===== src/source/rv_core_cfg.svh =====
// ------------------------------
// memory size and boot constants for the rv32 subsystem
// include wherever the macros are needed
// ------------------------------

`ifndef RV_CORE_CFG_SVH
`define RV_CORE_CFG_SVH

// number of 32-bit words in the shared memory
`define RV_MEM_WORDS 1024

// width of the word index into the memory
`define RV_ADDR_W 10

// byte address of the first instruction fetch
`define RV_RESET_PC 32'h0000_0000

`endif

===== src/source/mem_bus_pkg.sv =====
// ------------------------------
// types for the shared memory bus and its requesters
// ------------------------------

package mem_bus_pkg;

  // one write enable per byte lane
  typedef logic [3:0] byte_mask_t;

  localparam byte_mask_t MASK_ALL = 4'hF;

  // peers that can own the memory in a cycle
  typedef enum logic [1:0] {
    BOOT  = 2'd0,
    DATA  = 2'd1,
    FETCH = 2'd2
  } requester_e;

endpackage


===== src/source/mem_arbiter.sv =====
// ------------------------------
// fixed priority memory arbiter, boot then data then fetch
// ------------------------------

`timescale 1ns/1ps

`include "rv_core_cfg.svh"

module mem_arbiter import mem_bus_pkg::*; (
  input  logic                  clk,
  input  logic                  rst_n,
  input  logic                  run,
  input  logic                  instr_req,
  input  logic [31:0]           instr_addr,
  output logic                  instr_ack,
  input  logic                  data_req,
  input  logic [31:0]           data_addr,
  input  logic [31:0]           data_wdata,
  input  byte_mask_t            data_mask,
  input  logic                  data_wr_en,
  output logic                  data_ack,
  input  logic                  boot_req,
  input  logic [`RV_ADDR_W-1:0] boot_addr,
  input  logic [31:0]           boot_data,
  output logic                  boot_ack,
  output logic                  mem_en,
  output logic                  mem_wr_en,
  output logic [`RV_ADDR_W-1:0] mem_addr,
  output logic [31:0]           mem_wdata,
  output byte_mask_t            mem_mask
);

  logic       boot_go, data_go, fetch_go;
  requester_e grant;
  requester_e grant_q;
  logic       grant_vld_q;

  // a requester still sees its req high in the ack cycle, so skip it there
  assign boot_go  = boot_req && !boot_ack;
  assign data_go  = data_req && !data_ack && !boot_go;
  assign fetch_go = instr_req && !instr_ack && run && !boot_go && !data_go;

  assign mem_en = boot_go || data_go || fetch_go;

  always_comb begin
    grant     = FETCH;
    mem_wr_en = 1'b0;
    mem_addr  = instr_addr[`RV_ADDR_W+1:2];
    mem_wdata = data_wdata;
    mem_mask  = MASK_ALL;
    if (boot_go) begin
      grant     = BOOT;
      mem_wr_en = 1'b1;
      mem_addr  = boot_addr;
      mem_wdata = boot_data;
    end else if (data_go) begin
      grant     = DATA;
      mem_wr_en = data_wr_en;
      mem_addr  = data_addr[`RV_ADDR_W+1:2];
      mem_mask  = data_mask;
    end
  end

  // winner is remembered for one cycle to route the ack
  always_ff @(posedge clk or negedge rst_n) begin
    if (!rst_n) begin
      grant_q     <= BOOT;
      grant_vld_q <= 1'b0;
    end else begin
      grant_q     <= grant;
      grant_vld_q <= mem_en;
    end
  end

  assign boot_ack  = grant_vld_q && (grant_q == BOOT);
  assign data_ack  = grant_vld_q && (grant_q == DATA);
  assign instr_ack = grant_vld_q && (grant_q == FETCH);

endmodule


===== config.mk =====
export PLATFORM = sky130hd
export DESIGN_NAME = mem_arbiter
export DESIGN_NICKNAME = d
export VERILOG_FILES = /design/src/source/mem_bus_pkg.sv /design/src/source/mem_arbiter.sv
export VERILOG_INCLUDE_DIRS = /design/src /design/src/source
export SDC_FILE = /design/constraint.sdc
export NUM_CORES = 1
export LEC_CHECK = 0
export BUFFER_PORTS_ARGS = -buffer_cell sky130_fd_sc_hd__clkbuf_2
export CORE_AREA = 3 3 76 78
export DETAILED_ROUTE_END_ITERATION = 7
export DIE_AREA = 0 0 79 81
export PLACE_DENSITY_LB_ADDON = 0.1
export SLEW_MARGIN = 20
export SYNTH_ARGS = -nofsm -noshare
export SYNTH_HDL_FRONTEND = slang
export SYNTH_SLANG_ARGS = --single-unit

===== constraint.sdc =====
create_clock -name clk -period 2.2 [get_ports clk]
set_clock_uncertainty 0.1 [all_clocks]
set_input_delay 0.22 -clock clk [delete_from_list [all_inputs] [get_ports clk]]
set_output_delay 0.22 -clock clk [all_outputs]
set_load 0.05 [all_outputs]

==> results.toml, run 1 <==
[floorplan]
core_mm2 = 0.005140
die_h_um = 81
rows = 26
start_util_pct = 17.70
pin_count = 200
fp.dieW_um = 79
die_area_mm2 = 0.006399

[critical_path]
crit_family = "simple AND/OR/NAND/NOR gates"
worst_setup_path_end_kind = "primary output"
crit_buf_inv = 1
arrival_ns = 1.85
slowest_delay_ns = 0.48
crit_type = "flip-flop to primary output"
start_kind = "flip-flop"
r2r_setup_slack_ns = 0.75
cp_slowest_cell = "or3b_4"
critPathRequiredTime_ns = 1.88
critical_path.max_fanout = 22
crit_chain = "or3b_4, nand2_8, mux2_1, buf_2"

[detailed_routing]
first_iter_violations = 16
firstDrtPassIters = 4
antenna_left = 0
drt-total-wl_um = 4326
via_per_inst = 4.382
drc = 0
routed-via-count = 1398
wl_per_cell_um = 13.56

[sta]
slew_viol_final = 0
post-route-period-util_pct = 98.75
fin_setup_tns_ns = 0
fmax_mhz = 460.3
hold_violations = 0
relSlewSlack_pct = 70.55
rsz0062_at_grt = "true"
fin_crit_ns = 2.172
setup-violations-final = 0
tightestPinTransition_ns = 0.4417

[worst_hold_path]
min-delay-path-class = "primary input to flip-flop"

[cells_and_area]
final_layout_size_suffix_gt1_share_pct = 78.71
antenna_cells = 0
fin_area_mm2 = 0.002006
synthToLayoutAreaGrowth_pct = 120.5
nNetsFinal = 399
layout.cells.non_filler = 319

[synthesis]
ys_types = 22
synth-seq-cells = 3
ys_seq_area_share_pct = 8.253
syn-cell-area_um2 = 909.6
synth_top_area_cell = "mux2_2"
ys_top_cells_by_area = "mux2_2 (32%), a32o_1 (11%), o22a_1 (9.6%), a21boi_0 (8.3%), dfrtp_1 (8.3%)"
synth_top_area_share_pct = 32.19
yosys_warnings = 0
synthesis.nets = 244
avgSynthCellArea_um2 = 9.575
synthCells = 95

[clocking]
clk_pin_slew_ns = 0.03
tritoncts = "done"
post_cts_buffers = 0
clock_path_buffers = 2
cts_buffers = 3
cts_sinks = 3
htree_levels = 1
root_buffer = "clkbuf_8"
clk_latency_ns = 0.21

[pwr]
ir_drop_mv = 0.3489
p_leak_uw = 0.001072
powerDensity_mw_per_mm2 = 619.1

[global_routing]
grt_busiest_layer = "met2"
antenna_found_initial = 0
grt_max_degree = 24
met1_usage_pct = 13.00
grt.overflow.total = 0
grtUsageMet2_pct = 23.23
grt_pass1_vias = 1355
use_met3_pct = 3.659
grt_pass1_wl_um = 6175
grt_usage_pct = 12.03

[placed_design]
port_buffers = 155
placed_cell_area_mm2 = 0.001715
hpwl_um = 3422
placed_cells_incl_taps = 313
gp_congestion = 0.6734

[outcome]
outcome = "complete, no violations"

[flow_run]
maxCapViolCount = 0
[cell type report]
| type | count | area, µm² |
|---|---|---|
| Inverter | 4 | 15.01 |
| Timing Repair Buffer | 159 | 1016 |
| Fill cell | 553 | 3134 |
| Multi-Input combinational cell | 79 | 767.0 |
| Clock buffer | 4 | 45.04 |
| Sequential cell | 3 | 75.07 |
| Tap cell | 70 | 87.58 |
[worst register-to-register path, delay by kind of cell (launching register included)]
family | cells | cell delay [ns]
compound gates | 1 | 0.14
flops | 1 | 0.38
simple gates | 2 | 0.69
[cells in the final DEF (no fill, tap or decap), drive strengths merged]
cell,Yosys,layout
buf,6,40
nand3b,1,1
nand3,1,1
mux2,32,32
or2,4,4
dfrtp,3,3
inv,4,4
dlygate4sd3,0,1
a32o,10,10
nor2b,1,1
o22a,10,10
clkbuf,4,122
o211ai,2,2
or3b,1,1
and2,1,1
and3b,1,1
a21boi,10,10
nand2,4,5
[state kept, by name (all words and copies together) (netlist names)]
| signal | cells |
|---|---|
| grant_q | 2 |
| grant_vld_q | 1 |
[cell usage after synthesis (all sizes together)]
cell and number:
and3b 1, nand3b 1, mux2 32, o22a 10, and2 1, nand3 1, inv 4, a21boi 10
or2 4, nor2b 1, clkbuf 4, o211ai 2, buf 6, a32o 10, or3b 1, nand2 4
dfrtp 3
[stage by stage]
step,utilization (%),hold slack [ns],worst slack [ns],power [µW]
2_1_floorplan,-,-0.1756,0.2397,756.4
3_3_place_gp,33.37,-0.07925,0.1087,968.3
3_5_place_dp,33.37,-0.07928,0.1304,964.5
4_1_cts,36.66,0.1798,0.0005245,1187
5_1_grt,39.02,0.1948,-0.03833,1305
6_report,39.02,0.1771,0.02752,1242
[repair_timing]
item,4_1_cts,5_1_grt
gates resized for setup,37,72
hold buffers,1,0
hold endpoints to repair,3,0
endpoints found under the setup margin,32,42
gates cloned,1,0
pin swaps,1,0
[cell families after synthesis]
group / synth area share [%]
compound gates: 30.54
mux: 39.61
simple gates: 11.14
buf+inv: 10.45
flops: 8.253
[layer usage]
layer  wire length, µm  share of wire, %
met2              2198                51
met4                 0                 0
met3               539                12
met1              1588                37
met5                 0                 0
[final timing paths]
kind                                  startpoint                    end  cells after the start
max reg2reg                 grant_q[0]$_DFF_PN0_  grant_vld_q$_DFF_PN0_                      3
max                         grant_q[0]$_DFF_PN0_          mem_wdata[20]                      4
max in group asynchronous                  rst_n   grant_q[1]$_DFF_PN0_                      2
min                                    instr_req  grant_vld_q$_DFF_PN0_                      3
min reg2reg                grant_vld_q$_DFF_PN0_  grant_vld_q$_DFF_PN0_                      2
min in group asynchronous                  rst_n   grant_q[0]$_DFF_PN0_                      2
[power by group]
part	internal (µW)	total (µW)	switching [µW]
Sequential	62.8	68.5	5.69
Clock	123	157	33.4
Combinational	382	1020	635
(Power assumes the default switching activity.)
==> inputs of run 2 (changes only) <==
- CTS_BUF_LIST: not set -> sky130_fd_sc_hd__clkbuf_8 sky130_fd_sc_hd__clkbuf_16
==> run 2 against run 1 <==
Largest cell class unchanged. Sequential share of layout area stayed put. Flip-flop and latch count stayed put. Core utilization stayed put. Maximum frequency hardly changed. Worst setup slack worse by 0.00063 ns. Combinational power hardly changed. Count of clock-buffer cells in the layout is 1 lower. Register-to-register slack hardly changed. Largest power group unchanged. Die area stayed put. Critical path type unchanged. Global-route usage stayed put. Via count stayed put.
==> results.toml, run 2 (synthesis gave the netlist of run 1 again) <==
[floorplan]
core_mm2 = 0.005140
rows = 26
die_area_mm2 = 0.006399
fp.dieW_um = 79
start_util_pct = 17.70
pin_count = 200
die_h_um = 81

[critical_path]
crit_family = "simple AND/OR/NAND/NOR gates"
cp_slowest_cell = "or3b_4"
arrival_ns = 1.85
start_kind = "flip-flop"
crit_chain = "or3b_4, nand2_8, mux2_1, buf_2"
critical_path.max_fanout = 22
r2r_setup_slack_ns = 0.75
slowest_delay_ns = 0.48
crit_buf_inv = 1
crit_type = "flip-flop to primary output"
worst_setup_path_end_kind = "primary output"
critPathRequiredTime_ns = 1.88

[detailed_routing]
via_per_inst = 4.382
antenna_left = 0
routed-via-count = 1398
wl_per_cell_um = 13.56
firstDrtPassIters = 4
first_iter_violations = 16
drt-total-wl_um = 4326
drc = 0

[clocking]
htree_levels = 1
clock_path_buffers = 2
clk_pin_slew_ns = 0.03
tritoncts = "done"
post_cts_buffers = 0
cts_sinks = 3
clk_latency_ns = 0.21
cts_buffers = 3
root_buffer = "clkbuf_8"

[sta]
slew_viol_final = 0
tightestPinTransition_ns = 0.4417
fin_crit_ns = 2.173
relSlewSlack_pct = 70.55
hold_violations = 0
post-route-period-util_pct = 98.78
rsz0062_at_grt = "true"
fmax_mhz = 460.2
fin_setup_tns_ns = 0
hold_ws_ns = 0.1771
finalWorstSetupSlack_ns = 0.02689
setup-violations-final = 0

[cells_and_area]
final_layout_size_suffix_gt1_share_pct = 78.71
final_common_cell = "clkbuf_2"
top_register = "grant_q"
antenna_cells = 0
nNetsFinal = 399
final_cell_mix = "clkbuf_2 (113), buf_6 (29), mux2_2 (26)"
synthToLayoutAreaGrowth_pct = 120.5
reg_top3 = "grant_q: 2 flops, grant_vld_q: 1 flops"
largest_register_ffs = 2

[placed_design]
place_ws_ns = 0.1304
hpwl_um = 3422
port_buffers = 155
gp_congestion = 0.6734

[global_routing]
grt_pass1_wl_um = 6175
grt_pass1_vias = 1355
grt.overflow.total = 0
grt_usage_pct = 12.03
grt_max_degree = 24
antenna_found_initial = 0

[pwr]
ir_drop_mv = 0.3485
p_leak_uw = 0.001077
powerDensity_mw_per_mm2 = 616.9

[outcome]
outcome = "complete, no violations"

[worst_hold_path]
min-delay-path-class = "primary input to flip-flop"

[flow_run]
maxCapViolCount = 0
## run 2: cell count changes in the layout (fill, tap and decap cells not counted), sizes merged
cell,before,now
inv,4,5
clkbuf,122,121
## run 2: area by class of cell
class | instances | area (µm²)
clock inverter | 1 | 3.754
sequential | 3 | 75.07
multi-input combinational | 79 | 767.0
clock buffer | 3 | 41.29
fill | 553 | 3134
tap | 70 | 87.58
timing repair buffer | 159 | 1016
inverter | 4 | 15.01
## run 2: power breakdown
group	switching [µW]	leakage [µW]	internal (µW)	total, µW
Sequential	5.69	0.0000354	62.8	68.5
Combinational	635	0.00101	382	1020
Clock	33.8	0.0000269	119	152
Total	674	0.00108	563	1240
## run 2: worst min-delay path: cells and delay by family
kind	cells	cell delay, ns
AO/OA/AOI/OAI	1	0.09
buffers and inverters	1	0.08
AND/OR/NAND/NOR	1	0.05
## run 2: path summary, 6_finish.rpt
| check | startpoint | endpoint | cells past startpoint |
|---|---|---|---|
| min in group asynchronous | rst_n | grant_q[0]$_DFF_PN0_ | 2 |
| min | instr_req | grant_vld_q$_DFF_PN0_ | 3 |
| max reg2reg | grant_q[0]$_DFF_PN0_ | grant_vld_q$_DFF_PN0_ | 3 |
| max in group asynchronous | rst_n | grant_q[1]$_DFF_PN0_ | 2 |
| min reg2reg | grant_vld_q$_DFF_PN0_ | grant_vld_q$_DFF_PN0_ | 2 |
| max | grant_q[0]$_DFF_PN0_ | mem_wdata[20] | 4 |
## run 2: stage by stage
stage	instances	utilization [%]	power, µW	area (µm²)
after floorplan	95	-	756.4	909.6
after global routing	319	39.02	1300	2006
final	319	39.02	1237	2006
after detailed placement	313	33.37	964.5	1715
after global placement	313	33.37	968.3	1715
after CTS	319	36.66	1182	1884
## run 2: layer usage
metal / vias up / share of wire, % / wire, µm / GRT usage [%]
met5: - / 0 / 0 / 0
li1: 683 / - / - / -
met4: 0 / 0 / 0 / 2.062
met1: 615 / 37 / 1588 / 13.00
met2: 100 / 51 / 2198 / 23.23
met3: 0 / 12 / 539 / 3.659
## run 2: repair_timing
| action | CTS | global route |
|---|---|---|
| endpoints found under the hold margin | 3 | 0 |
| resized for setup | 37 | 72 |
| gates cloned | 1 | 0 |
| hold buffers | 1 | 0 |
| setup endpoints to repair | 32 | 42 |
| pin swaps | 1 | 0 |
