[src/source/rv_core_cfg.svh]
// ------------------------------
// memory size and boot constants for the rv32 subsystem
// include wherever the macros are needed
// ------------------------------

`ifndef RV_CORE_CFG_SVH
`define RV_CORE_CFG_SVH

// number of 32-bit words in the shared memory
`define RV_MEM_WORDS 1024

// width of the word index into the memory
`define RV_ADDR_W 10

// byte address of the first instruction fetch
`define RV_RESET_PC 32'h0000_0000

`endif
[src/source/mem_bus_pkg.sv]
// ------------------------------
// types for the shared memory bus and its requesters
// ------------------------------

package mem_bus_pkg;

  // one write enable per byte lane
  typedef logic [3:0] byte_mask_t;

  localparam byte_mask_t MASK_ALL = 4'hF;

  // peers that can own the memory in a cycle
  typedef enum logic [1:0] {
    BOOT  = 2'd0,
    DATA  = 2'd1,
    FETCH = 2'd2
  } requester_e;

endpackage

[src/source/rv_isa_pkg.sv]
// ------------------------------
// instruction encodings and decode types for the rv32i subset
// ------------------------------

package rv_isa_pkg;

  typedef logic [31:0] instr_t;
  typedef logic [4:0]  reg_idx_t;

  // major opcodes, bits [6:0] of the instruction
  typedef enum logic [6:0] {
    OP     = 7'b0110011,
    OP_IMM = 7'b0010011,
    BRANCH = 7'b1100011,
    JAL    = 7'b1101111,
    LOAD   = 7'b0000011,
    STORE  = 7'b0100011
  } opcode_e;

  typedef enum logic [1:0] {
    ADD = 2'd0,
    AND = 2'd1,
    SLL = 2'd2,
    SRL = 2'd3
  } alu_op_e;

  // ------------------------------
  // funct3 fields
  // ------------------------------
  localparam logic [2:0] F3_ADD = 3'b000;
  localparam logic [2:0] F3_SLL = 3'b001;
  localparam logic [2:0] F3_SRL = 3'b101;
  localparam logic [2:0] F3_AND = 3'b111;

  localparam logic [2:0] F3_BEQ = 3'b000;
  localparam logic [2:0] F3_BNE = 3'b001;

  // byte and word width for loads and stores
  localparam logic [2:0] F3_B = 3'b000;
  localparam logic [2:0] F3_W = 3'b010;

endpackage

[src/source/rv_exec.sv]
// ------------------------------
// decode, register file, ALU, branches and load/store for one instruction
// retires every instruction with a one-cycle write-back report
// ------------------------------

`timescale 1ns/1ps

module rv_exec import rv_isa_pkg::*; import mem_bus_pkg::*; (
  input  logic        clk,
  input  logic        rst_n,
  input  logic        instr_valid,
  input  instr_t      instr_word,
  input  logic [31:0] pc,
  output logic        exec_done,
  output logic        redirect,
  output logic [31:0] redirect_pc,
  output logic        data_req,
  output logic [31:0] data_addr,
  output logic [31:0] data_wdata,
  output byte_mask_t  data_mask,
  output logic        data_wr_en,
  input  logic        data_ack,
  input  logic [31:0] mem_rdata,
  output logic        retire,
  output reg_idx_t    retire_rd,
  output logic [31:0] retire_data
);

  typedef enum logic [1:0] {
    ST_IDLE,
    ST_ALU,
    ST_MEM
  } state_e;

  state_e      state_q;
  opcode_e     opcode;
  alu_op_e     alu_op;
  logic [2:0]  funct3;
  reg_idx_t    rd, rs1, rs2;
  logic [31:0] rs1_val, rs2_val;
  logic [31:0] imm_i, imm_s, imm_b, imm_j;
  logic [31:0] alu_b, alu_res;
  logic [31:0] wb_data;
  logic        wb_en;
  logic        taken;
  logic        is_mem;

  logic [31:0] rf [32];

  // ------------------------------
  // decode
  // ------------------------------
  assign opcode = opcode_e'(instr_word[6:0]);
  assign rd     = instr_word[11:7];
  assign funct3 = instr_word[14:12];
  assign rs1    = instr_word[19:15];
  assign rs2    = instr_word[24:20];

  assign imm_i = {{20{instr_word[31]}}, instr_word[31:20]};
  assign imm_s = {{20{instr_word[31]}}, instr_word[31:25], instr_word[11:7]};
  assign imm_b = {{19{instr_word[31]}}, instr_word[31], instr_word[7],
                  instr_word[30:25], instr_word[11:8], 1'b0};
  assign imm_j = {{11{instr_word[31]}}, instr_word[31], instr_word[19:12],
                  instr_word[20], instr_word[30:21], 1'b0};

  always_comb begin
    case (funct3)
      F3_AND:  alu_op = AND;
      F3_SLL:  alu_op = SLL;
      F3_SRL:  alu_op = SRL;
      default: alu_op = ADD;
    endcase
  end

  // x0 is hardwired to zero
  assign rs1_val = (rs1 == '0) ? 32'd0 : rf[rs1];
  assign rs2_val = (rs2 == '0) ? 32'd0 : rf[rs2];

  assign is_mem = (opcode == LOAD) || (opcode == STORE);

  // ------------------------------
  // ALU and branch
  // ------------------------------
  assign alu_b = (opcode == OP) ? rs2_val : imm_i;

  always_comb begin
    case (alu_op)
      AND:     alu_res = rs1_val & alu_b;
      SLL:     alu_res = rs1_val << alu_b[4:0];
      SRL:     alu_res = rs1_val >> alu_b[4:0];
      default: alu_res = rs1_val + alu_b;
    endcase
  end

  assign taken = (funct3 == F3_BNE) ? (rs1_val != rs2_val) : (rs1_val == rs2_val);

  assign redirect    = exec_done && ((opcode == JAL) || ((opcode == BRANCH) && taken));
  assign redirect_pc = pc + ((opcode == JAL) ? imm_j : imm_b);

  // ------------------------------
  // load / store
  // ------------------------------
  assign data_req   = (state_q == ST_MEM);
  assign data_wr_en = (opcode == STORE);
  assign data_addr  = rs1_val + ((opcode == STORE) ? imm_s : imm_i);

  always_comb begin
    if (funct3 == F3_W) begin
      data_mask  = MASK_ALL;
      data_wdata = rs2_val;
    end else begin
      // sb, the byte goes on every lane and the mask picks one
      data_mask  = byte_mask_t'(4'b0001 << data_addr[1:0]);
      data_wdata = {4{rs2_val[7:0]}};
    end
  end

  always_ff @(posedge clk or negedge rst_n) begin
    if (!rst_n) begin
      state_q <= ST_IDLE;
    end else begin
      case (state_q)
        ST_IDLE: begin
          if (instr_valid) begin
            state_q <= is_mem ? ST_MEM : ST_ALU;
          end
        end
        ST_ALU:  state_q <= ST_IDLE;
        ST_MEM: begin
          if (data_ack) begin
            state_q <= ST_IDLE;
          end
        end
        default: state_q <= ST_IDLE;
      endcase
    end
  end

  assign exec_done = (state_q == ST_ALU) || ((state_q == ST_MEM) && data_ack);

  // ------------------------------
  // write-back and retire report
  // ------------------------------
  always_comb begin
    wb_en   = 1'b0;
    wb_data = 32'd0;
    case (opcode)
      OP, OP_IMM: begin
        wb_en   = 1'b1;
        wb_data = alu_res;
      end
      JAL: begin
        wb_en   = 1'b1;
        wb_data = pc + 32'd4;
      end
      LOAD: begin
        wb_en   = 1'b1;
        wb_data = mem_rdata;
      end
      default: begin
        wb_en   = 1'b0;
        wb_data = 32'd0;
      end
    endcase
  end

  always_ff @(posedge clk) begin
    if (exec_done && wb_en && (rd != '0)) begin
      rf[rd] <= wb_data;
    end
  end

  assign retire      = exec_done;
  assign retire_rd   = wb_en ? rd : reg_idx_t'(0);
  assign retire_data = wb_data;

endmodule

[config.mk]
export PLATFORM = sky130hd
export DESIGN_NAME = rv_exec
export DESIGN_NICKNAME = d
export VERILOG_FILES = /design/src/source/rv_core_cfg.svh /design/src/source/mem_bus_pkg.sv /design/src/source/rv_isa_pkg.sv /design/src/source/rv_exec.sv
export SDC_FILE = /design/constraint.sdc
export NUM_CORES = 2
export LEC_CHECK = 0
export BUFFER_PORTS_ARGS = -buffer_cell sky130_fd_sc_hd__buf_2
export CORE_ASPECT_RATIO = 0.6
export CORE_MARGIN = 2
export CORE_UTILIZATION = 65
export DETAILED_ROUTE_END_ITERATION = 8
export GPL_TIMING_DRIVEN = 0
export PLACE_DENSITY = 0.8
export SYNTH_ARGS = -nofsm -noshare
export SYNTH_HDL_FRONTEND = slang
export SYNTH_SLANG_ARGS = --single-unit
export TNS_END_PERCENT = 10
[constraint.sdc]
create_clock -name clk -period 14.88 [get_ports clk]
set_input_delay 0.744 -clock clk [delete_from_list [all_inputs] [get_ports clk]]
set_output_delay 0.744 -clock clk [all_outputs]
set_load 0.1 [all_outputs]
==> reports/qor.txt, run 1 <==
==============================================================================
Proportion of netlist area held by the largest area contributor .       52.90%
Vertical extent of the die ......................................     235.6 um
Error text reported by the tool ................................. [ERROR GRT-0116] Global routing finished with congestion. Check the congestion regions in the DRC Viewer.
Primary flip-flop cell chosen by synthesis mapping .............. sky130_fd_sc_hd__edfxtp_1
#FFs+latches synth ..............................................         1026
Post-CTS setup buffers ..........................................            0
Number of sinks on the clock net ................................         1026
Adder-cell area share of the yosys netlist ......................       2.148%
Async set-reset flop share out of synthesis .....................      0.1949%
Largest net degree at the start of global routing ...............           37
Yosys warning count .............................................            0
Yosys top cell by area .......................................... sky130_fd_sc_hd__edfxtp_1
Total global-route track usage ..................................       78.09%
Post-synthesis mux area share ...................................       23.32%
Remaining global-route overflow .................................           92
Post-synthesis compound-gate area fraction ......................       10.53%
Number of buffers inserted during clock tree synthesis ..........           90
Simple-gate share of the synthesized area .......................       5.809%
Most numerous cell in the Yosys netlist ......................... sky130_fd_sc_hd__edfxtp_1
Main combinational cell family by area after synthesis .......... multiplexers
Number of H-tree branching levels ...............................            3
Post-synthesis instance area ....................................   58130 um^2
Detailed Place HPWL .............................................    235000 um
Sequential share of the synthesized area ........................       52.98%
RD Place Congestion .............................................        1.194
Area of placed instances ........................................   63480 um^2
Outcome ......................................................... stopped before the end
Initial cell density of the core ................................       66.00%
Gate Count Post-Synth ...........................................         4002
Die Wd ..........................................................     390.1 um
Root buffer selected by CTS ..................................... sky130_fd_sc_hd__clkbuf_16
Number of global-route vias before repair .......................        55270
Std cell rows ...................................................           84
Clock Path Buffers ..............................................            3
Fraction of synthesized cell area in xor and xnor cells .........       2.079%
First-pass GRT wire length ......................................    481400 um
Mean area per synthesized cell ..................................   14.53 um^2
Most used standard cells in the synthesized netlist ............. sky130_fd_sc_hd__edfxtp_1, sky130_fd_sc_hd__mux4_2, sky130_fd_sc_hd__mux2i_1
Stage where the run ended ....................................... global routing (5_1_grt)
Top-Level Pins ..................................................          242
EDFF count, synth ...............................................         1024
Biggest area contributors in the synthesized netlist ............ sky130_fd_sc_hd__edfxtp_1, sky130_fd_sc_hd__mux4_2, sky130_fd_sc_hd__mux2i_1, sky130_fd_sc_hd__ha_1, sky130_fd_sc_hd__a21oi_1
Netlist cell types ..............................................           93
Input/output buffers ............................................          233
==============================================================================
[per-stage QoR]
stage | utilization (%) | instances | hold slack, ns | setup WS (ns)
global placement | 69.11 | 5427 | 0.4531 | 1.939
CTS | 75.45 | 5745 | 0.2874 | 3.215
detailed placement | 72.08 | 5575 | 0.4675 | 3.382
floorplan | - | 4033 | 0.4362 | 3.554
[layer usage]
metal | track usage [%] | overflow
met1 | 84.54 | 4
met4 | 60.20 | 44
met5 | 54.29 | 0
met2 | 84.24 | 42
met3 | 74.96 | 2
[logic make-up after synthesis]
group,Yosys count
fa+ha+maj,98
simple gates,722
compound gates,896
flops,1026
mux,788
other cells,1
xor+xnor,138
buf+inv,333
[what timing repair did]
action                                 CTS
resized for setup                        0
endpoints found under the hold margin    2
hold buffers                             1
==> run 2, diff against run 1 <==
CORE_ASPECT_RATIO = default   (was 0.6)
CORE_UTILIZATION = 40   (was 65)
PLACE_DENSITY = default   (was 0.8)
PLACE_DENSITY_LB_ADDON = 0.15   (was default)
==> run 2 against run 1 <==
The flow now finishes, with violations (capacitance limit, slew limit); area after synthesis did not move; synthesized cell count unchanged.
==> reports/qor.txt, run 2 <==
===============================================================================================
Detailed Place HPWL ..............................................................    207500 um   -12%
Most numerous cell in the Yosys netlist .......................................... sky130_fd_sc_hd__edfxtp_1
Sequential cell area .............................................................   30800 um^2
Share of total power in combinational logic ......................................        23.3%
Via count ........................................................................        45120
Input/output buffers .............................................................          233   unchanged
Pleak ............................................................................     24.56 nW
Primary flip-flop cell chosen by synthesis mapping ............................... sky130_fd_sc_hd__edfxtp_1
Switching component of the power .................................................     2.538 mW
Root buffer selected by CTS ...................................................... sky130_fd_sc_hd__clkbuf_16
Total global-route track usage ...................................................       37.16%
Hold buffers post-CTS ............................................................            1   unchanged
Proportion of total power due to net switching ...................................       32.97%
Share of total power in the clock network ........................................        35.8%
Initial antenna violation count ..................................................           14
Number of flip-flops in the largest register .....................................         1024
Netlist cell types ...............................................................           93   unchanged
Kind of start point of the critical path .........................................    input pin
Total buffers and inverters traversed by the critical path .......................            9
Number of H-tree branching levels ................................................            3   unchanged
Slew Limit Fails .................................................................           76
Critical path fanouts, max .......................................................           17
#FFs+latches synth ...............................................................         1026   unchanged
Die Wd ...........................................................................     385.2 um   -1.2%
Clock Path Buffers ...............................................................            3   unchanged
Async set-reset flop share out of synthesis ......................................      0.1949%   unchanged
Nature of the critical path endpoint .............................................  output port
Required @ worst endpoint ........................................................     14.14 ns
Post-cts gate resize count .......................................................            0   unchanged
Post-synthesis instance area .....................................................   58130 um^2   unchanged
Proportion of netlist area held by the largest area contributor ..................       52.90%   unchanged
Hold Crit Class ..................................................................    in -> reg
Number of antenna-violating nets in the routed design ............................            0
Std cell rows ....................................................................          139   +65%
Combined area of the multi-input logic cells .....................................   26240 um^2
Most used cells in the layout excluding fill and tap cells ....................... sky130_fd_sc_hd__edfxtp_1, sky130_fd_sc_hd__mux4_2, sky130_fd_sc_hd__mux2i_1
Internal Pwr Total ...............................................................     5.161 mW
Relative contribution of sequential cells to total power .........................        40.9%
Biggest area contributors in the synthesized netlist ............................. sky130_fd_sc_hd__edfxtp_1, sky130_fd_sc_hd__mux4_2, sky130_fd_sc_hd__mux2i_1, sky130_fd_sc_hd__ha_1, sky130_fd_sc_hd__a21oi_1
Skew final .......................................................................   0.05954 ns
Sequential share of the synthesized area .........................................       52.98%   unchanged
Post-route DRC ...................................................................            0
Detailed Routing Iterations Pass 1 ...............................................            6
Pin slew with the least headroom to its limit ....................................     1.638 ns
Yosys warning count ..............................................................            0   unchanged
Mean area per synthesized cell ...................................................   14.53 um^2   unchanged
Total power density per cell area ................................................ 113.1 nW/um^2
Cells along the critical path .................................................... buf_2 -> buf_2 -> buf_2 -> buf_2 -> clkbuf_1 -> mux4_2 -> nand2_1 -> a21oi_1 -> nor4_4 -> inv_1 -> ha_1 -> and4_1 -> nand2_1 -> o31ai_1 -> o211ai_1 -> a21oi_1 -> a21oi_1 -> o21ba_2 -> xnor2_1 -> o21ai_0 -> a22oi_2 -> buf_8 -> buf_8 -> buf_2
Count of non-filler cells in the finished layout .................................         6529
Most frequent standard cell in the layout excluding fill and tap cells ........... sky130_fd_sc_hd__edfxtp_1
Clock input transition at the sequential cells of the worst setup and hold paths .      0.06 ns
Remaining global-route overflow ..................................................            0
Gate Count Post-Synth ............................................................         4002   unchanged
Final worst-path cycle share .....................................................       76.08%
Max_cap viols ....................................................................           10
Layout overhead on the synthesized area ..........................................       17.10%
Routed wire length ...............................................................    279100 um
Critical-path top delay cell ..................................................... sky130_fd_sc_hd__clkbuf_1
Max stage delay on crit path .....................................................      1.22 ns
Fillers ..........................................................................        12710
Yosys top cell by area ........................................................... sky130_fd_sc_hd__edfxtp_1
Most flops, register .............................................................           rf
Placeable core region ............................................................  144000 um^2
Final core utilization ...........................................................       47.27%
Worst Setup Path Type ............................................................    in -> out
RD Place Congestion ..............................................................        1.030   -14%
Final hold viol count ............................................................            0
Final net count ..................................................................         4726
Max rail drop VDD ................................................................ 0.00009025 V
Post-CTS setup buffers ...........................................................            0   unchanged
Clock tree from TritonCTS ........................................................        built
Top-Level Pins ...................................................................          242   unchanged
Initial cell density of the core .................................................       40.37%   -26 points
Number of sinks on the clock net .................................................         1026   unchanged
Outcome .......................................................................... complete, but fails checks
Vertical extent of the die .......................................................     385.2 um   +63%
Final Setup Violations ...........................................................            0
Most frequent cell on the critical path .......................................... sky130_fd_sc_hd__buf_2
Proportion of layout cells with a drive suffix above 1 ...........................       26.86%
EDFF count, synth ................................................................         1024   unchanged
Worst-Skew Late Latency ..........................................................      0.78 ns
Iteration-0 DRC Markers ..........................................................         7316
First-pass GRT wire length .......................................................    371600 um
Number of placed instances with taps included ....................................         6314   +13%
Final critical-path required period ..............................................     11.32 ns
Kind of cell adding the most delay to the critical path .......................... buffers and inverters
Average routed wire per standard cell ............................................     42.74 um
Number of buffers inserted during clock tree synthesis ...........................          112   +24%
Slew HR ..........................................................................      -10.16%
Largest registers ................................................................ rf x1024, state_q x2
RSZ-0062 raised after global routing .............................................        false
Total die area ...................................................................  148400 um^2
Highest clock frequency the design can meet ......................................    88.33 MHz
Violations in the final reports .................................................. capacitance limit, slew limit
Largest net degree at the start of global routing ................................           37
Number of global-route vias before repair ........................................        42810
Arrival time of the worst setup path .............................................     10.58 ns
Most used standard cells in the synthesized netlist .............................. sky130_fd_sc_hd__edfxtp_1, sky130_fd_sc_hd__mux4_2, sky130_fd_sc_hd__mux2i_1
Via-per-instance ratio ...........................................................        6.910
===============================================================================================
## run 2: kinds of logic (layout without fill, tap and decap cells)
kind of cell	count (synthesis)	in the layout	synth area share, %
simple gates	722	722	5.809
fa+ha+maj	98	98	2.148
xor+xnor	138	138	2.079
flops	1026	1026	52.98
buf+inv	333	920	3.123
mux	788	788	23.32
other cells	1	38	0.006451
compound gates	896	896	10.53
## run 2: metal layers
layer  track usage [%]  wire, um  vias to the layer above
met1             49.08    103800                    23310
met5                 0        81                        -
met2             55.82    122100                     3585
met3             9.564     34660                      711
li1                  -         -                    17500
met4             20.90     18440                       12
## run 2: area by class of cell
cell class	count	share of cell area, %
Tap cell	1903	3.498
Buffer	280	2.406
Multi-Input combinational cell	2674	38.55
Sequential cell	1026	45.25
Clock inverter	63	0.9429
Clock buffer	143	4.288
Inverter	53	0.2923
Antenna cell	6	0.02206
Timing Repair Buffer	381	4.751
## run 2: power groups by stage
stage          logic [mW]  clock network (mW)  registers [mW]
5_1_grt              1.83                2.88            3.15
4_1_cts              1.75                2.77            3.15
3_3_place_gp         1.72                   0            3.21
3_5_place_dp         1.74                   0            3.21
2_1_floorplan        1.17                   0            3.21
6_report             1.79                2.76            3.15
## run 2: path summary, 6_finish.rpt
kind                                             start                endpoint  slack [ns]  depth (start not counted)
worst min register to register  state_q[0]$_DFFE_PN0P_  state_q[1]$_DFFE_PN0P_        0.47                          1
min in group asynchronous                        rst_n  state_q[0]$_DFFE_PN0P_        0.30                          2
worst min-delay path                       instr_valid  state_q[0]$_DFFE_PN0P_        0.26                          2
worst max register to register     rf[25][1]$_DFFE_PP_     rf[6][29]$_DFFE_PP_        6.48                         20
max in group asynchronous                        rst_n  state_q[0]$_DFFE_PN0P_       14.48                          2
worst max-delay path                    instr_word[16]         retire_data[28]        3.56                         24
## run 2: per-stage QoR
| step | setup slack (ns) | TNS (ns) | hold WS (ns) | area (um^2) | power, mW |
|---|---|---|---|---|---|
| detailed placement | 3.879 | 0 | 0.4729 | 64440 | 4.952 |
| global placement | -0.09499 | -0.09499 | 0.4648 | 61790 | 4.934 |
| CTS | 3.858 | 0 | 0.2355 | 68010 | 7.661 |
| floorplan | 3.554 | 0 | 0.4362 | 58250 | 4.385 |
| finish | 3.559 | 0 | 0.2608 | 68070 | 7.699 |
| global route | 3.627 | 0 | 0.2673 | 68060 | 7.855 |
No activity file was read; power rests on OpenSTA's default activity.
