[config.mk]
export PLATFORM = sky130hd
export DESIGN_NAME = rv_fetch
export DESIGN_NICKNAME = d
export VERILOG_FILES = /design/src/source/rv_isa_pkg.sv /design/src/source/rv_fetch.sv
export VERILOG_INCLUDE_DIRS = /design/src /design/src/source
export SDC_FILE = /design/constraint.sdc
export NUM_CORES = 1
export LEC_CHECK = 0
export ABC_CLOCK_PERIOD_IN_PS = 2900
export BUFFER_PORTS_ARGS = -buffer_cell sky130_fd_sc_hd__buf_4
export CAP_MARGIN = 20
export CORE_MARGIN = 10
export CORE_UTILIZATION = 25
export CTS_CLUSTER_SIZE = 25
export DETAILED_ROUTE_END_ITERATION = 8
export PLACE_DENSITY = 0.44
export REMOVE_ABC_BUFFERS = 1
export SLEW_MARGIN = 25
export SYNTH_ARGS = -nofsm -noshare
export SYNTH_HDL_FRONTEND = slang
export SYNTH_SLANG_ARGS = --single-unit
[constraint.sdc]
create_clock -name clk -period 2.9 [get_ports clk]
set_clock_uncertainty 0.15 [all_clocks]
set_input_delay 0.29 -clock clk [delete_from_list [all_inputs] [get_ports clk]]
set_output_delay 0.29 -clock clk [all_outputs]
set_load 0.05 [all_outputs]
[src/source/rv_core_cfg.svh]
// ------------------------------
// memory size and boot constants for the rv32 subsystem
// include wherever the macros are needed
// ------------------------------

`ifndef RV_CORE_CFG_SVH
`define RV_CORE_CFG_SVH

// number of 32-bit words in the shared memory
`define RV_MEM_WORDS 1024

// width of the word index into the memory
`define RV_ADDR_W 10

// byte address of the first instruction fetch
`define RV_RESET_PC 32'h0000_0000

`endif
[src/source/rv_isa_pkg.sv]
// ------------------------------
// instruction encodings and decode types for the rv32i subset
// ------------------------------

package rv_isa_pkg;

  typedef logic [31:0] instr_t;
  typedef logic [4:0]  reg_idx_t;

  // major opcodes, bits [6:0] of the instruction
  typedef enum logic [6:0] {
    OP     = 7'b0110011,
    OP_IMM = 7'b0010011,
    BRANCH = 7'b1100011,
    JAL    = 7'b1101111,
    LOAD   = 7'b0000011,
    STORE  = 7'b0100011
  } opcode_e;

  typedef enum logic [1:0] {
    ADD = 2'd0,
    AND = 2'd1,
    SLL = 2'd2,
    SRL = 2'd3
  } alu_op_e;

  // ------------------------------
  // funct3 fields
  // ------------------------------
  localparam logic [2:0] F3_ADD = 3'b000;
  localparam logic [2:0] F3_SLL = 3'b001;
  localparam logic [2:0] F3_SRL = 3'b101;
  localparam logic [2:0] F3_AND = 3'b111;

  localparam logic [2:0] F3_BEQ = 3'b000;
  localparam logic [2:0] F3_BNE = 3'b001;

  // byte and word width for loads and stores
  localparam logic [2:0] F3_B = 3'b000;
  localparam logic [2:0] F3_W = 3'b010;

endpackage

[src/source/rv_fetch.sv]
// ------------------------------
// program counter and single-outstanding instruction fetch
// ------------------------------

`timescale 1ns/1ps

`include "rv_core_cfg.svh"

module rv_fetch import rv_isa_pkg::*; (
  input  logic        clk,
  input  logic        rst_n,
  output logic        instr_req,
  output logic [31:0] instr_addr,
  input  logic        instr_ack,
  input  logic [31:0] mem_rdata,
  output logic        instr_valid,
  output instr_t      instr_word,
  input  logic        exec_done,
  input  logic        redirect,
  input  logic [31:0] redirect_pc
);

  logic [31:0] pc_q;
  logic        req_q;
  logic        valid_q;
  logic        kick_q;
  instr_t      word_q;

  always_ff @(posedge clk or negedge rst_n) begin
    if (!rst_n) begin
      pc_q    <= `RV_RESET_PC;
      req_q   <= 1'b0;
      valid_q <= 1'b0;
      kick_q  <= 1'b1;
    end else begin
      kick_q <= 1'b0;
      // first fetch right after reset, then one per retired instruction
      if (kick_q || exec_done) begin
        req_q <= 1'b1;
      end else if (instr_ack) begin
        req_q <= 1'b0;
      end
      if (instr_ack) begin
        valid_q <= 1'b1;
      end else if (exec_done) begin
        valid_q <= 1'b0;
      end
      if (exec_done) begin
        pc_q <= redirect ? redirect_pc : pc_q + 32'd4;
      end
    end
  end

  always_ff @(posedge clk) begin
    if (instr_ack) begin
      word_q <= mem_rdata;
    end
  end

  assign instr_req   = req_q;
  assign instr_addr  = pc_q;
  assign instr_valid = valid_q;
  assign instr_word  = word_q;

endmodule

==> results of run 1 <==
## per-layer routing
layer | vias up | wire (µm) | track usage, %
met5 | - | 0 | 0
met4 | 0 | 145 | 3.58
met3 | 13 | 1010 | 6.36
met2 | 128 | 4840 | 19.7
met1 | 1380 | 5210 | 16.3
li1 | 1424 | - | -
## placed cells by master (no fill, tap or decap), types with 2 or more instances in the layout
cell type	count
a211oi_1	2
a21o_1	2
a21oi_1	21
a22oi_1	9
a2bb2oi_1	2
and3_1	5
and4_1	3
buf_4	138
clkbuf_16	9
clkinv_1	3
clkinvlp_4	3
dfrtp_1	34
dlygate4sd3_1	35
edfxtp_1	32
inv_1	5
mux2i_1	6
nand2_1	33
nand3_1	18
nand3_2	2
nand4_1	7
nor2_1	21
nor2b_1	3
nor3_1	5
nor4_1	5
nor4_2	2
o211ai_1	3
o21ai_0	23
o22ai_1	7
o311ai_0	3
or3_1	2
## stage by stage
stage / cells / instance area [µm²]
floorplan: 274 / 3040
global placement: 580 / 4290
detailed placement: 580 / 4290
CTS: 631 / 4930
global route: 631 / 4930
finish: 631 / 4930
## registers in the layout, indices dropped and copies added (netlist names)
name,cells
instr_addr,32
instr_req,1
instr_valid,1
instr_word,32
kick_q,1
## cell type report
type                    instances  area, µm²  area share, %
flip-flops and latches         67       1840           37.3
repair buffers                173       1390           28.1
multi-input cells             201       1180           23.9
clock buffers                   9        225           4.57
well taps                     168        210           4.26
clock inverters                 7       68.8           1.40
inverters                       6       22.5          0.457
## power groups by stage
stage	clock network, W	registers [W]	logic (W)
final	0.00108	0.00122	0.000872
after global routing	0.00115	0.00125	0.000932
after CTS	0.00112	0.00122	0.000883
after detailed placement	0	0.00124	0.000842
after global placement	0	0.00124	0.000843
after floorplan	0	0.00158	0.000150
## critical path: stages (launching register included)
cell	delay [ps]
dfrtp_1	470
nand3_1	220
nor3_4	290
nand2_2	150
nor4_2	300
mux2_2	360
## cell usage after synthesis (3+ instances only)
master and count:
dfrtp_1 34, nand2_1 33, edfxtp_1 32, o21ai_0 23
a21oi_1 21, nor2_1 21, nand3_1 18, clkbuf_1 13
a22oi_1 9, nand4_1 7, o22ai_1 7, mux2i_1 6
and3_1 5, inv_1 5, nor3_1 5, nor4_1 5
and4_1 3, nor2b_1 3, o211ai_1 3, o311ai_0 3
## cells by family (layout without fill, tap and decap cells)
family          after synthesis  count (layout)  share of synthesized area [%]
flops                        67              67                           59.3
simple gates                114             114                           19.8
mux                           7               7                           2.30
other cells                   1               1                          0.121
buf+inv                      21             195                           2.62
compound gates               78              78                           15.4
fa+ha+maj                     1               1                          0.404
## path summary, 6_finish.rpt
path,startpoint,slack [ps],end,cells past startpoint
worst min-delay path,redirect_pc[24],20,instr_addr[24],3
worst max register to register,instr_addr[4],840,instr_addr[29],5
worst max-delay path,instr_addr[4],840,instr_addr[29],5
max in group asynchronous,rst_n,1930,kick_q,2
worst min register to register,instr_addr[0],330,instr_addr[0],2
min in group asynchronous,rst_n,310,instr_addr[24],2
==> summary.md, run 1 <==
| Metric | Value |
|---|---|
| Status | `finished clean` |
| Routed WL | `approximately 11,000 µm` |
| Cells after Synth | `slightly below 300` |
| Violation count after the first detailed-route iteration | `170` |
| Resized cells post-CTS | `0` |
| FILL cells | `1,176` |
| Max cap viols | `0` |
| # hold bufs at CTS | `35` |
| CTS Buffer Depth | `2` |
| Net Switching | `0.00111 W` |
| Initial Utilization | `25.7%` |
| Fmax | `approximately 0.48 GHz` |
| Via density | `4.67` |
| Detail Placement HPWL | `8000 µm` |
| Post-Syn Area per Cell | `~11 µm²` |
| Die Y | `131 µm` |
| Asr flop ratio synth | `52.2%` |
| Total power | `0.00318 W` |
| Sw Ratio | `35.0%` |
| P_int | `0.00207 W` |
| Final setup TNS | `0 ps` |
| PortBufs | `134` |
| Cell Rows | `40` |
| Worst VDD drop | `between 0.4 and 0.5 mV` |
| Overflow after GRT | `0` |
| PD cells | `approximately 640 nW/µm²` |
| CTS tree | `built` |
| Post-Route Hold Slack | `19.9 ps` |
| Post-layout minimum cycle time | `2060 ps` |
| Final setup viols | `0` |
| RSZ-0062 raised after global routing | `false` |
| Crit path capture type | `register` |
| Top cells by area, synth | `edfxtp_1, dfrtp_1, nand2_1, o21ai_0, a21oi_1` |
| Largest net degree at the start of global routing | `36` |
| Routed len/inst | `17.8 µm` |
| Root buffer cell | `clkbuf_16` |
| Num CTS Buffers | `9` |
| Max FO, Critical Path | `8` |
| Routed Antenna Nets | `0` |
| CP Data Required Time | `approximately 3000 ps` |
| GRT Util Overall | `13.1%` |
| Crit path DAT | `approximately 2100 ps` |
| Num ports | `~140` |
| Setup bufs post-CTS | `0` |
| Part of the Yosys area used for sequential elements | `between 50% and 60%` |
| Primary FF master, synth | `dfrtp_1` |
| Synth area leader | `edfxtp_1` |
| Layout Nets | `528` |
| Worst Setup Path Type | `reg -> reg` |
| DR DRC count | `0` |
| Fraction of layout cells with a size suffix above 1 | `35.2%` |
| Final hold violations | `0` |
| Yosys warns | `0` |
| Clock share of power | `approximately 34%` |
| Synth unique cells | `47` |
| Critical Path Source Type | `register` |
| Diodes inserted | `0` |
| Via count | `2,945` |
| Worst-Skew Late Latency | `about 340 ps` |
| GP Congestion | `0.788` |
| Vias in the first global route | `3,183` |
| Final period util | `a little under three quarters` |
| Comb pwr share | `27.4%` |
| Pre-Repair DR Iteration Count | `4` |
| H-tree depth | `3` |
| Slew Limit Fails | `0` |
| HP Class | `in -> reg` |
| First-pass GRT wire length | `18,300 µm` |
| Synth top area share | `31.0%` |
| Core box area | `around 12,000 µm²` |
| Post-Syn Area | `3100 µm²` |
| Reg clk slew, reported paths | `60 ps` |
| Final worst slack | `836 ps` |
| Sequential share of power | `between 30 and 40%` |
| Die W | `131 µm` |
| Setup WS pre-CTS | `around 860 ps` |
| Initial antenna violation count | `0` |
| Area Overhead vs Synth | `59.1%` |
| Clock sink total | `67` |
| Area of the die | `17,200 µm²` |
| Final core utilization | `40.9%` |
| EDFF count, synth | `32` |
| Lkg Pwr | `between 2 and 2.5 nW` |
| #FFs+latches synth | `67` |
Note: power is estimated with default switching activity, not from simulation.
==> run 2, diff against run 1 <==
--- a/config.mk
+++ b/config.mk
@@ -6,14 +6,14 @@
 export SDC_FILE = /design/constraint.sdc
 export NUM_CORES = 1
 export LEC_CHECK = 0
-export ABC_CLOCK_PERIOD_IN_PS = 2900
+export ABC_CLOCK_PERIOD_IN_PS = 1700
 export BUFFER_PORTS_ARGS = -buffer_cell sky130_fd_sc_hd__buf_4
 export CAP_MARGIN = 20
 export CORE_MARGIN = 10
 export CORE_UTILIZATION = 25
 export CTS_CLUSTER_SIZE = 25
 export DETAILED_ROUTE_END_ITERATION = 8
-export PLACE_DENSITY = 0.44
+export PLACE_DENSITY = 0.45
 export REMOVE_ABC_BUFFERS = 1
 export SLEW_MARGIN = 25
 export SYNTH_ARGS = -nofsm -noshare
==> constraint.sdc (replaced) <==
create_clock -name clk -period 1.7 [get_ports clk]
set_clock_uncertainty 0.15 [all_clocks]
set_input_delay 0.17 -clock clk [delete_from_list [all_inputs] [get_ports clk]]
set_output_delay 0.17 -clock clk [all_outputs]
set_load 0.05 [all_outputs]
==> run 2 against run 1 <==
  * The flow now finishes with violations (negative setup slack)
  * Design area is 17% higher
  * Sequential power is 64% higher
  * Sequential cell count stayed put
  * Non-clock buffer count is 79 higher
  * Critical path depth is 1 higher
  * Worst setup slack worse by 920 ps
  * Die area stayed put
  * Wire length is 7.9% higher
  * Via count is 13% higher
  * Largest power group unchanged
==> summary.md, run 2 (synthesized netlist as in run 1, its figures left out) <==
| Metric | Value |
|---|---|
| Status | `complete, but fails checks` |
| Failing checks | `negative setup slack` |
| Clock sink total | `67 (unchanged)` |
| GP Congestion | `0.807 (+2.4%)` |
| CTS Buffer Depth | `2 (unchanged)` |
| Lkg Pwr | `2.53 nW (+22%)` |
| HP Class | `in -> reg` |
| Fraction of layout cells with a size suffix above 1 | `47.4% (+12 points)` |
| Root buffer cell | `clkbuf_16` |
| Slew Limit Fails | `0 (unchanged)` |
| DR DRC count | `0 (unchanged)` |
| Core box area | `12,100 µm² (unchanged)` |
| Clock share of power | `30.0% (-4.0 points)` |
| Worst Setup Path Type | `reg -> reg` |
| Pre-Repair DR Iteration Count | `4 (unchanged)` |
| Final setup TNS | `-336 ps (-336 ps)` |
| Final setup viols | `8 (+8)` |
| Hold Path End | `instr_addr[12]` |
| Routed len/inst | `17.0 µm (-4.1%)` |
| Final worst slack | `-80.2 ps (-916 ps)` |
| Initial Utilization | `25.7% (unchanged)` |
| Num ports | `135 (unchanged)` |
| Hold Path Origin | `redirect_pc[12]` |
| CTS tree | `built` |
| Commonest non-fill, non-tap cell in the layout | `buf_4` |
| Vias in the first global route | `3,523 (+11%)` |
| Max FO, Critical Path | `4 (-4)` |
| Routed WL | `12,100 µm (+7.9%)` |
| Worst path max stage delay | `470 ps (about the same)` |
| Sw Ratio | `35.4% (+0.40 points)` |
| Fmax | `0.562 GHz (+16%)` |
| Initial antenna violation count | `0 (unchanged)` |
| Most frequent CP cell | `nand3_2` |
| Max cap viols | `0 (unchanged)` |
| RSZ-0062 raised after global routing | `true` |
| Largest net degree at the start of global routing | `36 (unchanged)` |
| Die W | `131 µm (unchanged)` |
| H-tree depth | `3 (unchanged)` |
| Reg clk slew, reported paths | `60 ps (about the same)` |
| CP cell instances | `nand3_2 -> nor3_4 -> nand2_2 -> buf_6 -> or4_4 -> nand3_2` |
| R2R Setup Slk | `-80 ps (-920 ps)` |
| Via density | `4.69 (+0.40%)` |
| Die Y | `131 µm (unchanged)` |
| CP Data Required Time | `1830 ps (-1140 ps)` |
| Worst slew pin tran | `between 500 and 600 ps` |
| Top Family by Delay on Critical Path | `simple AND/OR/NAND/NOR gates` |
| Crit path capture type | `register` |
| Detail Placement HPWL | `8630 µm (+7.8%)` |
| Worst VDD drop | `0.376 mV (-17%)` |
| Post-DP Area | `4700 µm² (+9.6%)` |
| GRT Util Overall | `13.7% (+0.60 points)` |
| Post-layout minimum cycle time | `1780 ps (-284 ps)` |
| Layout Nets | `607 (+15%)` |
| Final period util | `105% (+34 points)` |
| Final core utilization | `48.0% (+7.1 points)` |
| FILL cells | `1,117 (-5.0%)` |
| Final hold violations | `0 (unchanged)` |
| Violation count after the first detailed-route iteration | `160 (-5.9%)` |
| WHS Path Cells | `3 (unchanged)` |
| Routed Antenna Nets | `0 (unchanged)` |
| Comb pwr share | `34.3% (+6.9 points)` |
| Critical Path Source Type | `register` |
| Worst-Skew Late Latency | `340 ps (about the same)` |
| Critical R2R Launch | `instr_addr[3]` |
| Worst rel slew slack | `66.6%` |
| Net Switching | `0.00198 W (+78%)` |
| CP max-delay cell | `or4_4` |
| R2R depth | `6 (+1)` |
| P_int | `0.00361 W (+75%)` |
| Via count | `3,327 (+13%)` |
| Num CTS Buffers | `9 (unchanged)` |
| RR Endpoint | `instr_addr[21]` |
| PD cells | `966 nW/µm² (+50%)` |
| Cell Rows | `40 (unchanged)` |
| Diodes inserted | `0 (unchanged)` |
| Worst Path Buf+Inv | `1 (+1)` |
| Final instance area | `5790 µm² (+17%)` |
| Crit path DAT | `1910 ps (-220 ps)` |
| First-pass GRT wire length | `19,300 µm (+5.4%)` |
| Area of the die | `17,200 µm² (unchanged)` |
| Most frequent cells in the layout | `buf_4, dlygate4sd3_1, dfrtp_1, edfxtp_1, nand2_1` |
| Sequential share of power | `35.8% (-2.7 points)` |
| Overflow after GRT | `0 (unchanged)` |
| Area Overhead vs Synth | `86.9%` |
| PortBufs | `134 (unchanged)` |
## run 2: final cells by class
type	instances	area, µm²	area share [%]
Clock inverter	5	30.0	0.519
Inverter	6	22.5	0.389
Multi-Input combinational cell	201	1400	24.1
Clock buffer	11	233	4.02
Tap cell	168	210	3.63
Timing Repair Buffer	252	2060	35.5
Sequential cell	67	1840	31.8
## run 2: power by group through the flow
stage               combinational [W]  clock [W]  sequential (W)
finish                        0.00192    0.00168         0.00200
global placement              0.00174          0         0.00202
floorplan                    0.000256          0         0.00269
detailed placement            0.00174          0         0.00202
CTS                           0.00187    0.00174         0.00199
global route                  0.00204    0.00179         0.00202
## run 2: timing repair
action                     4_1_cts  5_1_grt
buffers inserted                 4        3
hold endpoints to repair        87        0
hold buffers                    54        0
pin swaps                        8       19
gates cloned                     0        0
resized for setup               19       39
setup endpoints to repair       19       21
## run 2: worst min-delay path, stage by stage
cell and delay [ps]:
buf_4 80, o22ai_2 70, a21oi_2 140
## run 2: how the worst max path moves through the flow
| stage | to | start | slack (ps) | cells past startpoint |
|---|---|---|---|---|
| 5_1_grt | instr_addr[21] | instr_addr[3] | -180 | 6 |
| 3_3_place_gp | instr_addr[28] | instr_addr[13] | -150 | 5 |
| 4_1_cts | instr_addr[27] | instr_addr[9] | -90 | 5 |
| 3_5_place_dp | instr_addr[22] | instr_addr[11] | -160 | 6 |
| 6_report | instr_addr[21] | instr_addr[3] | -80 | 6 |
| 2_1_floorplan | instr_addr[29] | instr_addr[4] | -500 | 5 |
## run 2: metrics by stage
step                total power (W)  hold WS [ps]  std cells  worst slack (ps)
floorplan                   0.00295          -276        274              -496
CTS                         0.00560          1.98        707             -92.3
global placement            0.00375          20.3        633              -150
finish                      0.00560          11.8        710             -80.2
detailed placement          0.00376          19.7        633              -164
global route                0.00585        -0.821        710              -177
## run 2: layer usage
metal | global-route usage (%) | up-vias | routed length, µm
met1 | 17.8 | 1587 | 5630
met5 | 0 | - | 0
met3 | 4.19 | 15 | 833
met4 | 5.25 | 0 | 178
li1 | - | 1590 | -
met2 | 20.8 | 135 | 5450
==> run 3, diff against run 2 <==
--- a/config.mk
+++ b/config.mk
@@ -14,7 +14,6 @@
 export CTS_CLUSTER_SIZE = 25
 export DETAILED_ROUTE_END_ITERATION = 8
 export PLACE_DENSITY = 0.45
-export REMOVE_ABC_BUFFERS = 1
 export SLEW_MARGIN = 25
 export SYNTH_ARGS = -nofsm -noshare
 export SYNTH_HDL_FRONTEND = slang
==> run 3 against run 2 <==
  * The flow finishes with violations (negative hold slack, negative setup slack)
  * Design area increased by 1.8%
  * Sequential cell count unchanged
  * Sequential power increased by 2%
  * First-iteration DRC count decreased by 14%
  * Total power increased by 3.2%
  * Highest routed layer unchanged
==> summary.md, run 3 (synthesized netlist as in run 1, its figures left out) <==
| Metric | Value |
|---|---|
| Fraction of layout cells with a size suffix above 1 | `50.7% (+3.3 points)` |
| Routed len/inst | `17.3 µm (+1.4%)` |
| Top Family by Delay on Critical Path | `simple AND/OR/NAND/NOR gates` |
| Die Y | `131 µm (unchanged)` |
| H-tree depth | `3 (unchanged)` |
| Overflow after GRT | `0 (unchanged)` |
| Pre-Repair DR Iteration Count | `4 (unchanged)` |
| Worst Setup Path Type | `reg -> reg` |
| Worst path max stage delay | `400 ps (-70 ps)` |
| Critical Path Source Type | `register` |
| RSZ-0062 raised after global routing | `true` |
| Failing checks | `negative hold slack, negative setup slack` |
| PD cells | `981 nW/µm² (+1.5%)` |
| Die W | `131 µm (unchanged)` |
| Initial Utilization | `25.7% (unchanged)` |
| FILL cells | `1,088 (-2.6%)` |
| Final setup TNS | `-66.7 ps (+270 ps)` |
| CTS tree | `built` |
| Final instance area | `5890 µm² (+1.8%)` |
| Via count | `3,303 (-0.72%)` |
| CP Data Required Time | `1770 ps (-60 ps)` |
| Largest net degree at the start of global routing | `36 (unchanged)` |
| Routed Antenna Nets | `0 (unchanged)` |
| Post-DP Area | `4790 µm² (+2.0%)` |
| Num ports | `135 (unchanged)` |
| GRT Util Overall | `13.9% (+0.18 points)` |
| Final hold violations | `1 (+1)` |
| Crit path capture type | `register` |
| Post-Route Hold Slack | `-6.57 ps (-18.4 ps)` |
| Synthesized net count | `359` |
| Reg clk slew, reported paths | `60 ps (about the same)` |
| Status | `complete, but fails checks` |
| Final core utilization | `48.8% (+0.84 points)` |
| DR DRC count | `0 (unchanged)` |
| Layout Nets | `613 (+0.99%)` |
| Final worst slack | `-31.2 ps (+49.0 ps)` |
| Final Non-Filler Cells | `716 (+0.85%)` |
| Core box area | `12,100 µm² (unchanged)` |
| Root buffer cell | `clkbuf_16` |
| Fmax | `0.578 GHz (+2.8%)` |
| Post-layout minimum cycle time | `1730 ps (-49.0 ps)` |
| Placed Cells | `636 (+0.47%)` |
| Detail Placement HPWL | `9000 µm (+4.3%)` |
| CP max-delay cell | `dfrtp_2` |
| Violation count after the first detailed-route iteration | `138 (-14%)` |
| Initial antenna violation count | `0 (unchanged)` |
| Worst Path Buf+Inv | `0 (-1)` |
| HP Class | `in -> reg` |
| Max cap viols | `0 (unchanged)` |
| Vias in the first global route | `3,367 (-4.4%)` |
| Lkg Pwr | `2.59 nW (+2.1%)` |
| Diodes inserted | `0 (unchanged)` |
| CTS Buffer Depth | `2 (unchanged)` |
| Most frequent cells in the layout | `buf_4, dlygate4sd3_1, edfxtp_1, nand2_1, dfrtp_2` |
| Area Overhead vs Synth | `90.2%` |
| Worst VDD drop | `0.410 mV (+9.1%)` |
| Worst-Skew Late Latency | `340 ps (about the same)` |
| Via density | `4.61 (-1.6%)` |
| Final period util | `102% (-2.9 points)` |
| First-pass GRT wire length | `19,400 µm (+0.65%)` |
| Cell Rows | `40 (unchanged)` |
| PortBufs | `134 (unchanged)` |
| Max FO, Critical Path | `4 (unchanged)` |
| Crit path DAT | `1800 ps (-110 ps)` |
| Commonest non-fill, non-tap cell in the layout | `buf_4` |
| GP Congestion | `0.781 (-3.2%)` |
| Routed WL | `12,400 µm (+2.2%)` |
| Clock sink total | `67 (unchanged)` |
| Area of the die | `17,200 µm² (unchanged)` |
| Num CTS Buffers | `9 (unchanged)` |
| CP cell instances | `nand3_2 -> or3_4 -> nor4b_4 -> mux2i_1 -> a21oi_1` |
| Final setup viols | `3 (-5)` |
| Slew Limit Fails | `0 (unchanged)` |
## run 3: timing repair
item | CTS | global route
gates resized for setup | 10 | 34
endpoints found under the hold margin | 88 | 0
buffers inserted | 1 | 9
setup endpoints to repair | 10 | 19
cloned | 0 | 0
hold buffers | 55 | 0
pin swaps | 4 | 11
## run 3: through the flow
stage / power, W / setup WS [ps] / hold WS [ps]
after floorplan: 0.00302 / -285 / -276
after CTS: 0.00576 / -53.0 / 5.01
after detailed placement: 0.00379 / -135 / 22.1
after global routing: 0.00607 / -118 / 27.2
after global placement: 0.00379 / -148 / 17.3
final: 0.00578 / -31.2 / -6.57
## run 3: worst paths after layout
check | start | endpoint | slack (ps) | depth (start not counted)
hold reg to reg | instr_valid | instr_valid | 330 | 1
min in group asynchronous | rst_n | instr_addr[0] | 180 | 2
setup / recovery | instr_addr[2] | instr_addr[31] | -30 | 5
setup reg to reg | instr_addr[2] | instr_addr[31] | -30 | 5
hold / removal | redirect_pc[10] | instr_addr[10] | -7 | 3
max in group asynchronous | rst_n | instr_addr[18] | 820 | 2
## run 3: cell type report
class	count	area (µm²)	area share, %
clock buffers	10	229	3.89
inverters	6	22.5	0.382
multi-input cells	201	1400	23.8
well taps	168	210	3.57
clock inverters	6	57.6	0.977
repair buffers	258	2100	35.7
flip-flops and latches	67	1870	31.7
## run 3: layer usage
layer,track usage (%),vias to the layer above,wire length (µm)
met3,4.27,18,876
met4,4.70,0,204
met5,0,-,0
met2,21.0,144,5570
met1,18.4,1546,5710
li1,-,1595,-
## run 3: power by group
group	switching [W]	total [W]	internal, W
logic	0.00116	0.00192	0.000759
registers	0.000139	0.00204	0.00190
clock network	0.000688	0.00181	0.00112
## run 3: tightest hold or removal path, stage by stage
cell and delay (ps):
buf_4 80, a2bb2oi_1 50, o21ai_1 130
